**src/hw/rs_cfg.svh**
```systemverilog
/*
 * Sizing for the reservation station.
 * Entry counts per functional-unit class, in entry order
 * load, store, branch, multiply, ALU, plus the physical register count.
 * Included by the package and by any file that sizes arrays by entry.
 */
`ifndef RS_CFG_SVH
`define RS_CFG_SVH

// Entries per class
`define RS_NUM_LD     1
`define RS_NUM_ST     1
`define RS_NUM_BR     1
`define RS_NUM_MULT   2
`define RS_NUM_ALU    3

// Whole station, sum of the classes
`define RS_NUM_ENTRIES (`RS_NUM_LD + `RS_NUM_ST + `RS_NUM_BR + `RS_NUM_MULT + `RS_NUM_ALU)

// Physical register file size, sets the tag width
`define RS_NUM_PR     64

`endif

```
**src/hw/rs_pkg.sv**
```systemverilog
/*
 * Shared types for the reservation station.
 * Tags, class and function codes, entry index and entry vector,
 * plus lookups that map a class to its fixed entry range.
 */
`include "rs_cfg.svh"

package rs_pkg;

  // Physical register tag
  typedef logic [$clog2(`RS_NUM_PR)-1:0] tag_t;
  // Functional-unit class code
  typedef logic [2:0] fu_t;
  // ALU function, passed through untouched
  typedef logic [4:0] alu_func_t;
  // Entry index and one-bit-per-entry vector
  typedef logic [$clog2(`RS_NUM_ENTRIES)-1:0] entry_idx_t;
  typedef logic [`RS_NUM_ENTRIES-1:0] entry_vec_t;

  // Class codes
  localparam fu_t FU_ALU  = 3'd0;
  localparam fu_t FU_ST   = 3'd1;
  localparam fu_t FU_LD   = 3'd2;
  localparam fu_t FU_MULT = 3'd3;
  localparam fu_t FU_BR   = 3'd4;

  // First entry of a class; unknown codes fall to ALU
  function automatic entry_idx_t class_base(input fu_t fu);
    case (fu)
      FU_LD:   return entry_idx_t'(0);
      FU_ST:   return entry_idx_t'(`RS_NUM_LD);
      FU_BR:   return entry_idx_t'(`RS_NUM_LD + `RS_NUM_ST);
      FU_MULT: return entry_idx_t'(`RS_NUM_LD + `RS_NUM_ST + `RS_NUM_BR);
      default: return entry_idx_t'(`RS_NUM_LD + `RS_NUM_ST + `RS_NUM_BR + `RS_NUM_MULT);
    endcase
  endfunction

  // Number of entries owned by a class
  function automatic int unsigned class_count(input fu_t fu);
    case (fu)
      FU_LD:   return `RS_NUM_LD;
      FU_ST:   return `RS_NUM_ST;
      FU_BR:   return `RS_NUM_BR;
      FU_MULT: return `RS_NUM_MULT;
      default: return `RS_NUM_ALU;
    endcase
  endfunction

endpackage

```
**src/hw/rs_if.sv**
```systemverilog
/*
 * Stage-to-stage bundles of the reservation station.
 * rs_alloc_if is the entry write from dispatch into the station.
 * rs_issue_if exposes the station contents to select and returns
 * the clear of the issued entry.
 */
`timescale 1ns/1ps
`include "rs_cfg.svh"

////////////////////////////////////////
// Allocation write
////////////////////////////////////////
interface rs_alloc_if;
  import rs_pkg::*;

  logic      we;
  entry_idx_t idx;
  fu_t       fu;
  alu_func_t func;
  tag_t      dest;
  tag_t      t1;
  logic      t1_ready;
  tag_t      t2;
  logic      t2_ready;

  modport dispatch (output we, idx, fu, func, dest, t1, t1_ready, t2, t2_ready);
  modport station  (input  we, idx, fu, func, dest, t1, t1_ready, t2, t2_ready);
endinterface

////////////////////////////////////////
// Station view for select, clear back
////////////////////////////////////////
interface rs_issue_if;
  import rs_pkg::*;

  // Busy with both sources ready
  entry_vec_t ready;
  // Per-entry payload
  fu_t       [`RS_NUM_ENTRIES-1:0] fu;
  alu_func_t [`RS_NUM_ENTRIES-1:0] func;
  tag_t      [`RS_NUM_ENTRIES-1:0] dest;
  tag_t      [`RS_NUM_ENTRIES-1:0] t1;
  tag_t      [`RS_NUM_ENTRIES-1:0] t2;
  // Free the issued entry at the edge
  logic       clr;
  entry_idx_t clr_idx;

  modport station (output ready, fu, func, dest, t1, t2, input  clr, clr_idx);
  modport select  (input  ready, fu, func, dest, t1, t2, output clr, clr_idx);
endinterface

```
**src/hw/rs_dispatch.sv**
```systemverilog
/*
 * Dispatch and allocate stage.
 * Finds the lowest free entry in the class range of the incoming
 * instruction, flags rs_hazard when the class is full, and forms the
 * station write with the same-cycle CDB bypass on both sources.
 */
`timescale 1ns/1ps
`include "rs_cfg.svh"

module rs_dispatch (
  input  logic               dispatch_en,
  input  rs_pkg::fu_t        disp_fu,
  input  rs_pkg::alu_func_t  disp_func,
  input  rs_pkg::tag_t       disp_dest,
  input  rs_pkg::tag_t       disp_t1,
  input  logic               disp_t1_ready,
  input  rs_pkg::tag_t       disp_t2,
  input  logic               disp_t2_ready,
  input  logic               complete_en,
  input  rs_pkg::tag_t       cdb_tag,
  input  rs_pkg::entry_vec_t busy,
  output logic               rs_hazard,
  rs_alloc_if.dispatch       alloc
);
  import rs_pkg::*;

  fu_t         cls;
  entry_idx_t  base;
  int unsigned count;
  entry_vec_t  class_mask;
  entry_vec_t  free_vec;
  logic        found;
  entry_idx_t  free_idx;

  // Codes past BR are handled as ALU
  assign cls   = (disp_fu > FU_BR) ? FU_ALU : disp_fu;
  assign base  = class_base(cls);
  assign count = class_count(cls);

  // Entries owned by this class
  always_comb begin
    for (int i = 0; i < `RS_NUM_ENTRIES; i++) begin
      class_mask[i] = (i >= int'(base)) && (i < int'(base) + int'(count));
    end
  end

  // Busy now means taken even if it issues this cycle
  assign free_vec = class_mask & ~busy;

  // Lowest free entry wins
  always_comb begin
    found    = 1'b0;
    free_idx = base;
    for (int i = `RS_NUM_ENTRIES - 1; i >= 0; i--) begin
      if (free_vec[i]) begin
        found    = 1'b1;
        free_idx = entry_idx_t'(i);
      end
    end
  end

  assign rs_hazard = dispatch_en & ~found;

  ////////////////////////////////////////
  // Station write
  ////////////////////////////////////////
  assign alloc.we   = dispatch_en & found;
  assign alloc.idx  = free_idx;
  assign alloc.fu   = cls;
  assign alloc.func = disp_func;
  assign alloc.dest = disp_dest;
  assign alloc.t1   = disp_t1;
  assign alloc.t2   = disp_t2;
  // Bypass a broadcast landing in the dispatch cycle
  assign alloc.t1_ready = disp_t1_ready | (complete_en && (cdb_tag == disp_t1));
  assign alloc.t2_ready = disp_t2_ready | (complete_en && (cdb_tag == disp_t2));

endmodule

```
**src/hw/rs_station.sv**
```systemverilog
/*
 * Reservation station storage.
 * Eight entries with busy and per-source ready bits. Each edge applies
 * the dispatch write, the CDB wakeup on stored sources and the clear of
 * the entry picked by select. Exports busy to dispatch and ready plus
 * payload to select.
 */
`timescale 1ns/1ps
`include "rs_cfg.svh"

module rs_station (
  input  logic               clock,
  input  logic               rst_n,
  input  logic               complete_en,
  input  rs_pkg::tag_t       cdb_tag,
  output rs_pkg::entry_vec_t busy,
  rs_alloc_if.station        alloc,
  rs_issue_if.station        iss
);
  import rs_pkg::*;

  // Payload of one entry
  typedef struct packed {
    fu_t       fu;
    alu_func_t func;
    tag_t      dest;
    tag_t      t1;
    tag_t      t2;
  } entry_t;

  entry_t     ent [`RS_NUM_ENTRIES];
  entry_vec_t busy_q;
  entry_vec_t t1_rdy;
  entry_vec_t t2_rdy;

  ////////////////////////////////////////
  // Payload, written only on allocation
  ////////////////////////////////////////
  always_ff @(posedge clock) begin
    for (int i = 0; i < `RS_NUM_ENTRIES; i++) begin
      if (alloc.we && (alloc.idx == entry_idx_t'(i))) begin
        ent[i].fu   <= alloc.fu;
        ent[i].func <= alloc.func;
        ent[i].dest <= alloc.dest;
        ent[i].t1   <= alloc.t1;
        ent[i].t2   <= alloc.t2;
      end
    end
  end

  ////////////////////////////////////////
  // Busy and ready bits
  ////////////////////////////////////////
  always_ff @(posedge clock) begin
    if (!rst_n) begin
      busy_q <= '0;
      t1_rdy <= '0;
      t2_rdy <= '0;
    end else begin
      for (int i = 0; i < `RS_NUM_ENTRIES; i++) begin
        if (alloc.we && (alloc.idx == entry_idx_t'(i))) begin
          // New entry, bypass already folded in by dispatch
          busy_q[i] <= 1'b1;
          t1_rdy[i] <= alloc.t1_ready;
          t2_rdy[i] <= alloc.t2_ready;
        end else begin
          // Issued entry leaves at this edge
          if (iss.clr && (iss.clr_idx == entry_idx_t'(i))) begin
            busy_q[i] <= 1'b0;
          end
          // CDB tag compare on both sources
          if (complete_en && (ent[i].t1 == cdb_tag)) begin
            t1_rdy[i] <= 1'b1;
          end
          if (complete_en && (ent[i].t2 == cdb_tag)) begin
            t2_rdy[i] <= 1'b1;
          end
        end
      end
    end
  end

  assign busy      = busy_q;
  // Candidate for issue
  assign iss.ready = busy_q & t1_rdy & t2_rdy;

  // Flatten payload onto the issue bundle
  always_comb begin
    for (int i = 0; i < `RS_NUM_ENTRIES; i++) begin
      iss.fu[i]   = ent[i].fu;
      iss.func[i] = ent[i].func;
      iss.dest[i] = ent[i].dest;
      iss.t1[i]   = ent[i].t1;
      iss.t2[i]   = ent[i].t2;
    end
  end

endmodule

```
**src/hw/rs_select.sv**
```systemverilog
/*
 * Select and issue register.
 * Picks the lowest ready entry while en is high, clears it in the
 * station and registers its fields on the issue port for the next cycle.
 */
`timescale 1ns/1ps
`include "rs_cfg.svh"

module rs_select (
  input  logic              clock,
  input  logic              rst_n,
  input  logic              en,
  rs_issue_if.select        iss,
  output logic              issue_valid,
  output rs_pkg::fu_t       issue_fu,
  output rs_pkg::alu_func_t issue_func,
  output rs_pkg::tag_t      issue_dest,
  output rs_pkg::tag_t      issue_t1,
  output rs_pkg::tag_t      issue_t2
);
  import rs_pkg::*;

  logic       pick_valid;
  entry_idx_t pick_idx;
  logic       fire;

  ////////////////////////////////////////
  // Lowest-index priority picker
  ////////////////////////////////////////
  always_comb begin
    pick_valid = 1'b0;
    pick_idx   = '0;
    for (int i = `RS_NUM_ENTRIES - 1; i >= 0; i--) begin
      if (iss.ready[i]) begin
        pick_valid = 1'b1;
        pick_idx   = entry_idx_t'(i);
      end
    end
  end

  // Stall blocks both issue and clear
  assign fire        = en & pick_valid;
  assign iss.clr     = fire;
  assign iss.clr_idx = pick_idx;

  // Valid flag
  always_ff @(posedge clock) begin
    if (!rst_n) begin
      issue_valid <= 1'b0;
    end else begin
      issue_valid <= fire;
    end
  end

  // Payload only moves on an issue
  always_ff @(posedge clock) begin
    if (fire) begin
      issue_fu   <= iss.fu[pick_idx];
      issue_func <= iss.func[pick_idx];
      issue_dest <= iss.dest[pick_idx];
      issue_t1   <= iss.t1[pick_idx];
      issue_t2   <= iss.t2[pick_idx];
    end
  end

endmodule

```
**src/hw/rs_top.sv**
```systemverilog
/*
 * Reservation station top level.
 * Chains dispatch, station and select; plain ports on the outside,
 * stage bundles inside. issue_valid marks each issued instruction.
 */
`timescale 1ns/1ps

module rs_top (
  input  logic              clock,
  input  logic              rst_n,
  input  logic              en,
  // Dispatch side
  input  logic              dispatch_en,
  input  rs_pkg::fu_t       disp_fu,
  input  rs_pkg::alu_func_t disp_func,
  input  rs_pkg::tag_t      disp_dest,
  input  rs_pkg::tag_t      disp_t1,
  input  logic              disp_t1_ready,
  input  rs_pkg::tag_t      disp_t2,
  input  logic              disp_t2_ready,
  // Completion broadcast
  input  logic              complete_en,
  input  rs_pkg::tag_t      cdb_tag,
  output logic              rs_hazard,
  // Issue port
  output logic              issue_valid,
  output rs_pkg::fu_t       issue_fu,
  output rs_pkg::alu_func_t issue_func,
  output rs_pkg::tag_t      issue_dest,
  output rs_pkg::tag_t      issue_t1,
  output rs_pkg::tag_t      issue_t2
);
  import rs_pkg::*;

  // Occupancy back to dispatch
  entry_vec_t busy;

  rs_alloc_if alloc_bus ();
  rs_issue_if issue_bus ();

  rs_dispatch i_dispatch (
    .dispatch_en   (dispatch_en),
    .disp_fu       (disp_fu),
    .disp_func     (disp_func),
    .disp_dest     (disp_dest),
    .disp_t1       (disp_t1),
    .disp_t1_ready (disp_t1_ready),
    .disp_t2       (disp_t2),
    .disp_t2_ready (disp_t2_ready),
    .complete_en   (complete_en),
    .cdb_tag       (cdb_tag),
    .busy          (busy),
    .rs_hazard     (rs_hazard),
    .alloc         (alloc_bus.dispatch)
  );

  rs_station i_station (
    .clock       (clock),
    .rst_n       (rst_n),
    .complete_en (complete_en),
    .cdb_tag     (cdb_tag),
    .busy        (busy),
    .alloc       (alloc_bus.station),
    .iss         (issue_bus.station)
  );

  rs_select i_select (
    .clock       (clock),
    .rst_n       (rst_n),
    .en          (en),
    .iss         (issue_bus.select),
    .issue_valid (issue_valid),
    .issue_fu    (issue_fu),
    .issue_func  (issue_func),
    .issue_dest  (issue_dest),
    .issue_t1    (issue_t1),
    .issue_t2    (issue_t2)
  );

endmodule

```
**config.mk**
```make
export PLATFORM = sky130hd
export DESIGN_NAME = rs_top
export DESIGN_NICKNAME = d
export VERILOG_FILES = /design/src/hw/rs_pkg.sv /design/src/hw/rs_if.sv /design/src/hw/rs_dispatch.sv /design/src/hw/rs_station.sv /design/src/hw/rs_select.sv /design/src/hw/rs_top.sv
export VERILOG_INCLUDE_DIRS = /design/src /design/src/hw
export SDC_FILE = /design/constraint.sdc
export NUM_CORES = 1
export LEC_CHECK = 0
export ABC_AREA = 1
export BUFFER_PORTS_ARGS = -buffer_cell sky130_fd_sc_hd__buf_4
export CAP_MARGIN = 30
export CORE_ASPECT_RATIO = 2
export CORE_MARGIN = 3
export CORE_UTILIZATION = 45
export DETAILED_ROUTE_END_ITERATION = 16
export GPL_TIMING_DRIVEN = 0
export MAX_ROUTING_LAYER = met4
export SLEW_MARGIN = 20
export SYNTH_ARGS = -nofsm -noshare
export SYNTH_HDL_FRONTEND = slang
export SYNTH_SLANG_ARGS = --single-unit
```
**constraint.sdc**
```tcl
create_clock -name clock -period 4.7 [get_ports clock]
set_clock_uncertainty 0.2 [all_clocks]
set_input_delay 0.705 -clock clock [delete_from_list [all_inputs] [get_ports clock]]
set_output_delay 0.705 -clock clock [all_outputs]
set_load 0.03 [all_outputs]
```
==> results by group <==
Logic synthesis
  – Synth area leader: edfxtp_1
  – Cells after Synth: 1155
  – Mapped Area: roughly 12000 sq um
  – Most used DFF post-synth: edfxtp_1
  – Synth Area in Simple Gates: 0.2354
  – Xor/xnor share of the synthesized area: 0.02797
  – Seq/Total Area, Yosys: 0.6325
  – Mux contribution to synthesized area: 0
  – Post-synth EDFFs: 234
  – Yosys top cell area share: 0.5905
  – #FFs+latches synth: 259
  – Ys async rst share: 0
  – Count leader, synth: edfxtp_1
  – Yosys warning count: 0
  – Yosys cell types: 39
  – Compound-gate portion of the synthesized area: 0.05804
  – Most frequent cells after synthesis: edfxtp_1, nand3_1, nand2_1
  – Largest family of logic cells by synthesized area: simple AND/OR/NAND/NOR gates
  – Syn Area/Cell: 10.30 sq um
  – Post-Syn Nets: 1195
  – Synth top area cells: edfxtp_1, nand3_1, nand2_1
  – Synth Area in Adders: 0.001051

Clock tree
  – Longest Clk Path Bufs: 3
  – TritonCTS buffer count: 24
  – Post-cts sizing count: 0
  – Clock Tree Root: clkbuf_16
  – CTS tree: done
  – CTS clock-pin slew for the worst setup and hold paths: 0.06 ns
  – Clock Latency Late Sink: 0.53 ns
  – CTS hold repair buffers: 0
  – # Post-CTS Setup Buffers: 0
  – Clk sinks: 259
  – H-tree depth: 1

Timing
  – Fmax: 0.2714 GHz
  – Period utilization: 0.7840
  – Setup_tns: 0 ns
  – Post-route minimum period: 3.685 ns
  – Hold Vio Cnt, Final: 0
  – Hold slack: 0.2134 ns
  – Unrepaired setup endpoints after global routing: no
  – Final WS setup: between 1 and 1.5 ns
  – Slew margin rel.: 0.3450
  – Final setup viols: 0
  – Slew @ Worst Pin: 0.9826 ns
  – Slew Viols, Final: 0

Worst setup path
  – Worst path slowest cell: ha_1
  – Worst EP required: 3.80 ns
  – Largest incremental delay on the critical path: 0.28 ns
  – Crit path max fanout: 6
  – Crit path DAT: 2.78 ns
  – Startpoint types: primary input
  – CP cell instances: buf_4, nor2_1, nand2_1, nand2_1, inv_2, nand2_1, nand2_1, ha_1, inv_1, nand2_1, nand3_1, nand2_1, nand2_1, nor2_2, nand2_1, nor2_1, buf_4
  – Crit Path Category: in2out
  – Critical Path End Type: output pin
  – Bufs and invs on worst path: 4
  – Most used cell, CP: nand2_1
  – Critical path's top delay family: simple AND/OR/NAND/NOR gates

Hold path
  – Hold Path Class: in2reg

Die
  – # IOs: 67
  – Die area: 28550 sq um
  – Chip width: 121.0 microns
  – Initial Util: 0.4602
  – Core Box Area: between 20000 and 30000 sq um
  – DIE HEIGHT: 236.0 microns
  – Std cell rows: 83

Place
  – GPL Wtd Cong: 0.9639
  – Place WS: 0.6412 ns
  – Port Buffers: slightly above 60
  – HPWL Detailed: 28940 microns

Power and ir drop
  – Worst VDD drop: 0.3165 mV
  – Power per cell area: 363.6 nW/um^2
  – Leakage: 0.005054 uW

Routing
  – Via/cell ratio: 5.741
  – Starting DRT DRC Count: 949
  – Drt wl/cell: 25.21 microns
  – Via Count: about 9200
  – WL final: 40520 microns
  – Routed Antenna Nets: 0
  – DRC violations left: 0
  – Pre-Repair DR Iteration Count: 7

Global route
  – Number of global-route vias before repair: 9167
  – Global Route Usage Sum: 0.2929
  – Initial antenna violation count: 0
  – Grt ovf: 0
  – First-pass GRT wire length: ~59000 microns
  – Largest net degree at the start of global routing: 27

Final layout
  – ANT cells: 0
  – Final nets: about 1300
  – Fillers: 2346
  – Layout area overhead: 15.95%
  – Area taken by multi-input logic gates: 3879 sq um
  – Reg area: 7527 sq um
  – Final Util: 0.5336
  – Share of post-route cells with drive strength above 1: 0.1515

Run status
  – Status: finished clean

Flow run
  – Max Cap Violations: 0
## per-stage QoR
step | cells | power (uW) | cell area (sq um)
after floorplan | 1155 | 2917 | 11900
after global placement | 1557 | 3095 | 12790
after detailed placement | 1565 | 3119 | 13030
after CTS | 1607 | 5032 | 13800
after global routing | 1607 | 5162 | 13800
final | 1607 | 5017 | 13800
## area by class of cell
type / count / share of cell area
plain buffers: 58 / 0.01841
clock buffers: 28 / 0.04616
clock inverters: 14 / 0.009521
inverters: 75 / 0.02040
multi-input cells: 763 / 0.2811
flip-flops and latches: 259 / 0.5455
well taps: 340 / 0.03083
repair buffers: 70 / 0.04806
## cell families after synthesis
| logic type | after synthesis |
|---|---|
| compound gates | 107 |
| xor+xnor | 38 |
| fa+ha+maj | 1 |
| buf+inv | 133 |
| flops | 259 |
| simple gates | 617 |
## worst paths after layout
path / from / end / slack, ns / cells after the start
min: disp_dest[0] / i_station.ent[0][90] / 0.21 / 1
max reg2reg: i_station.t2_rdy[5] / i_select.issue_t2[1] / 1.64 / 12
max: disp_fu[1] / rs_hazard / 1.02 / 17
min reg2reg: i_station.busy[5] / i_station.busy[5] / 0.29 / 2
## state kept, by name, summed over array words and instances (netlist names)
signal	count
i_select.issue_dest	6
i_select.issue_fu	3
i_select.issue_func	5
i_select.issue_t1	6
i_select.issue_t2	6
i_select.issue_valid	1
i_station.busy	8
i_station.ent	208
i_station.t1_rdy	8
i_station.t2_rdy	8
## layout by cell type (no fill, tap or decap), types with 25 or more instances in the layout
master	netlist	layout
o21ai_0	25	25
nand2_1	203	203
edfxtp_1	234	234
buf_2	29	29
nand3_1	214	214
clkbuf_16	0	25
nor2_1	148	147
dfxtp_1	25	25
buf_4	0	62
clkbuf_1	27	30
inv_1	59	58
## where the power goes
part           switching [uW]  internal [uW]
sequential               44.6           2600
combinational             297            132
clock                     862           1080
total                    1200           3810
## routing by layer
layer | global-route usage | part of all wire | vias to the layer above
li1 | - | - | 4241
met1 | 0.3292 | 0.35 | 4389
met2 | 0.4941 | 0.51 | 440
met3 | 0.02903 | 0.058 | 155
met4 | 0.1836 | 0.072 | 0
met5 | - | 0 | -
No activity file was read; power rests on OpenSTA's default activity.
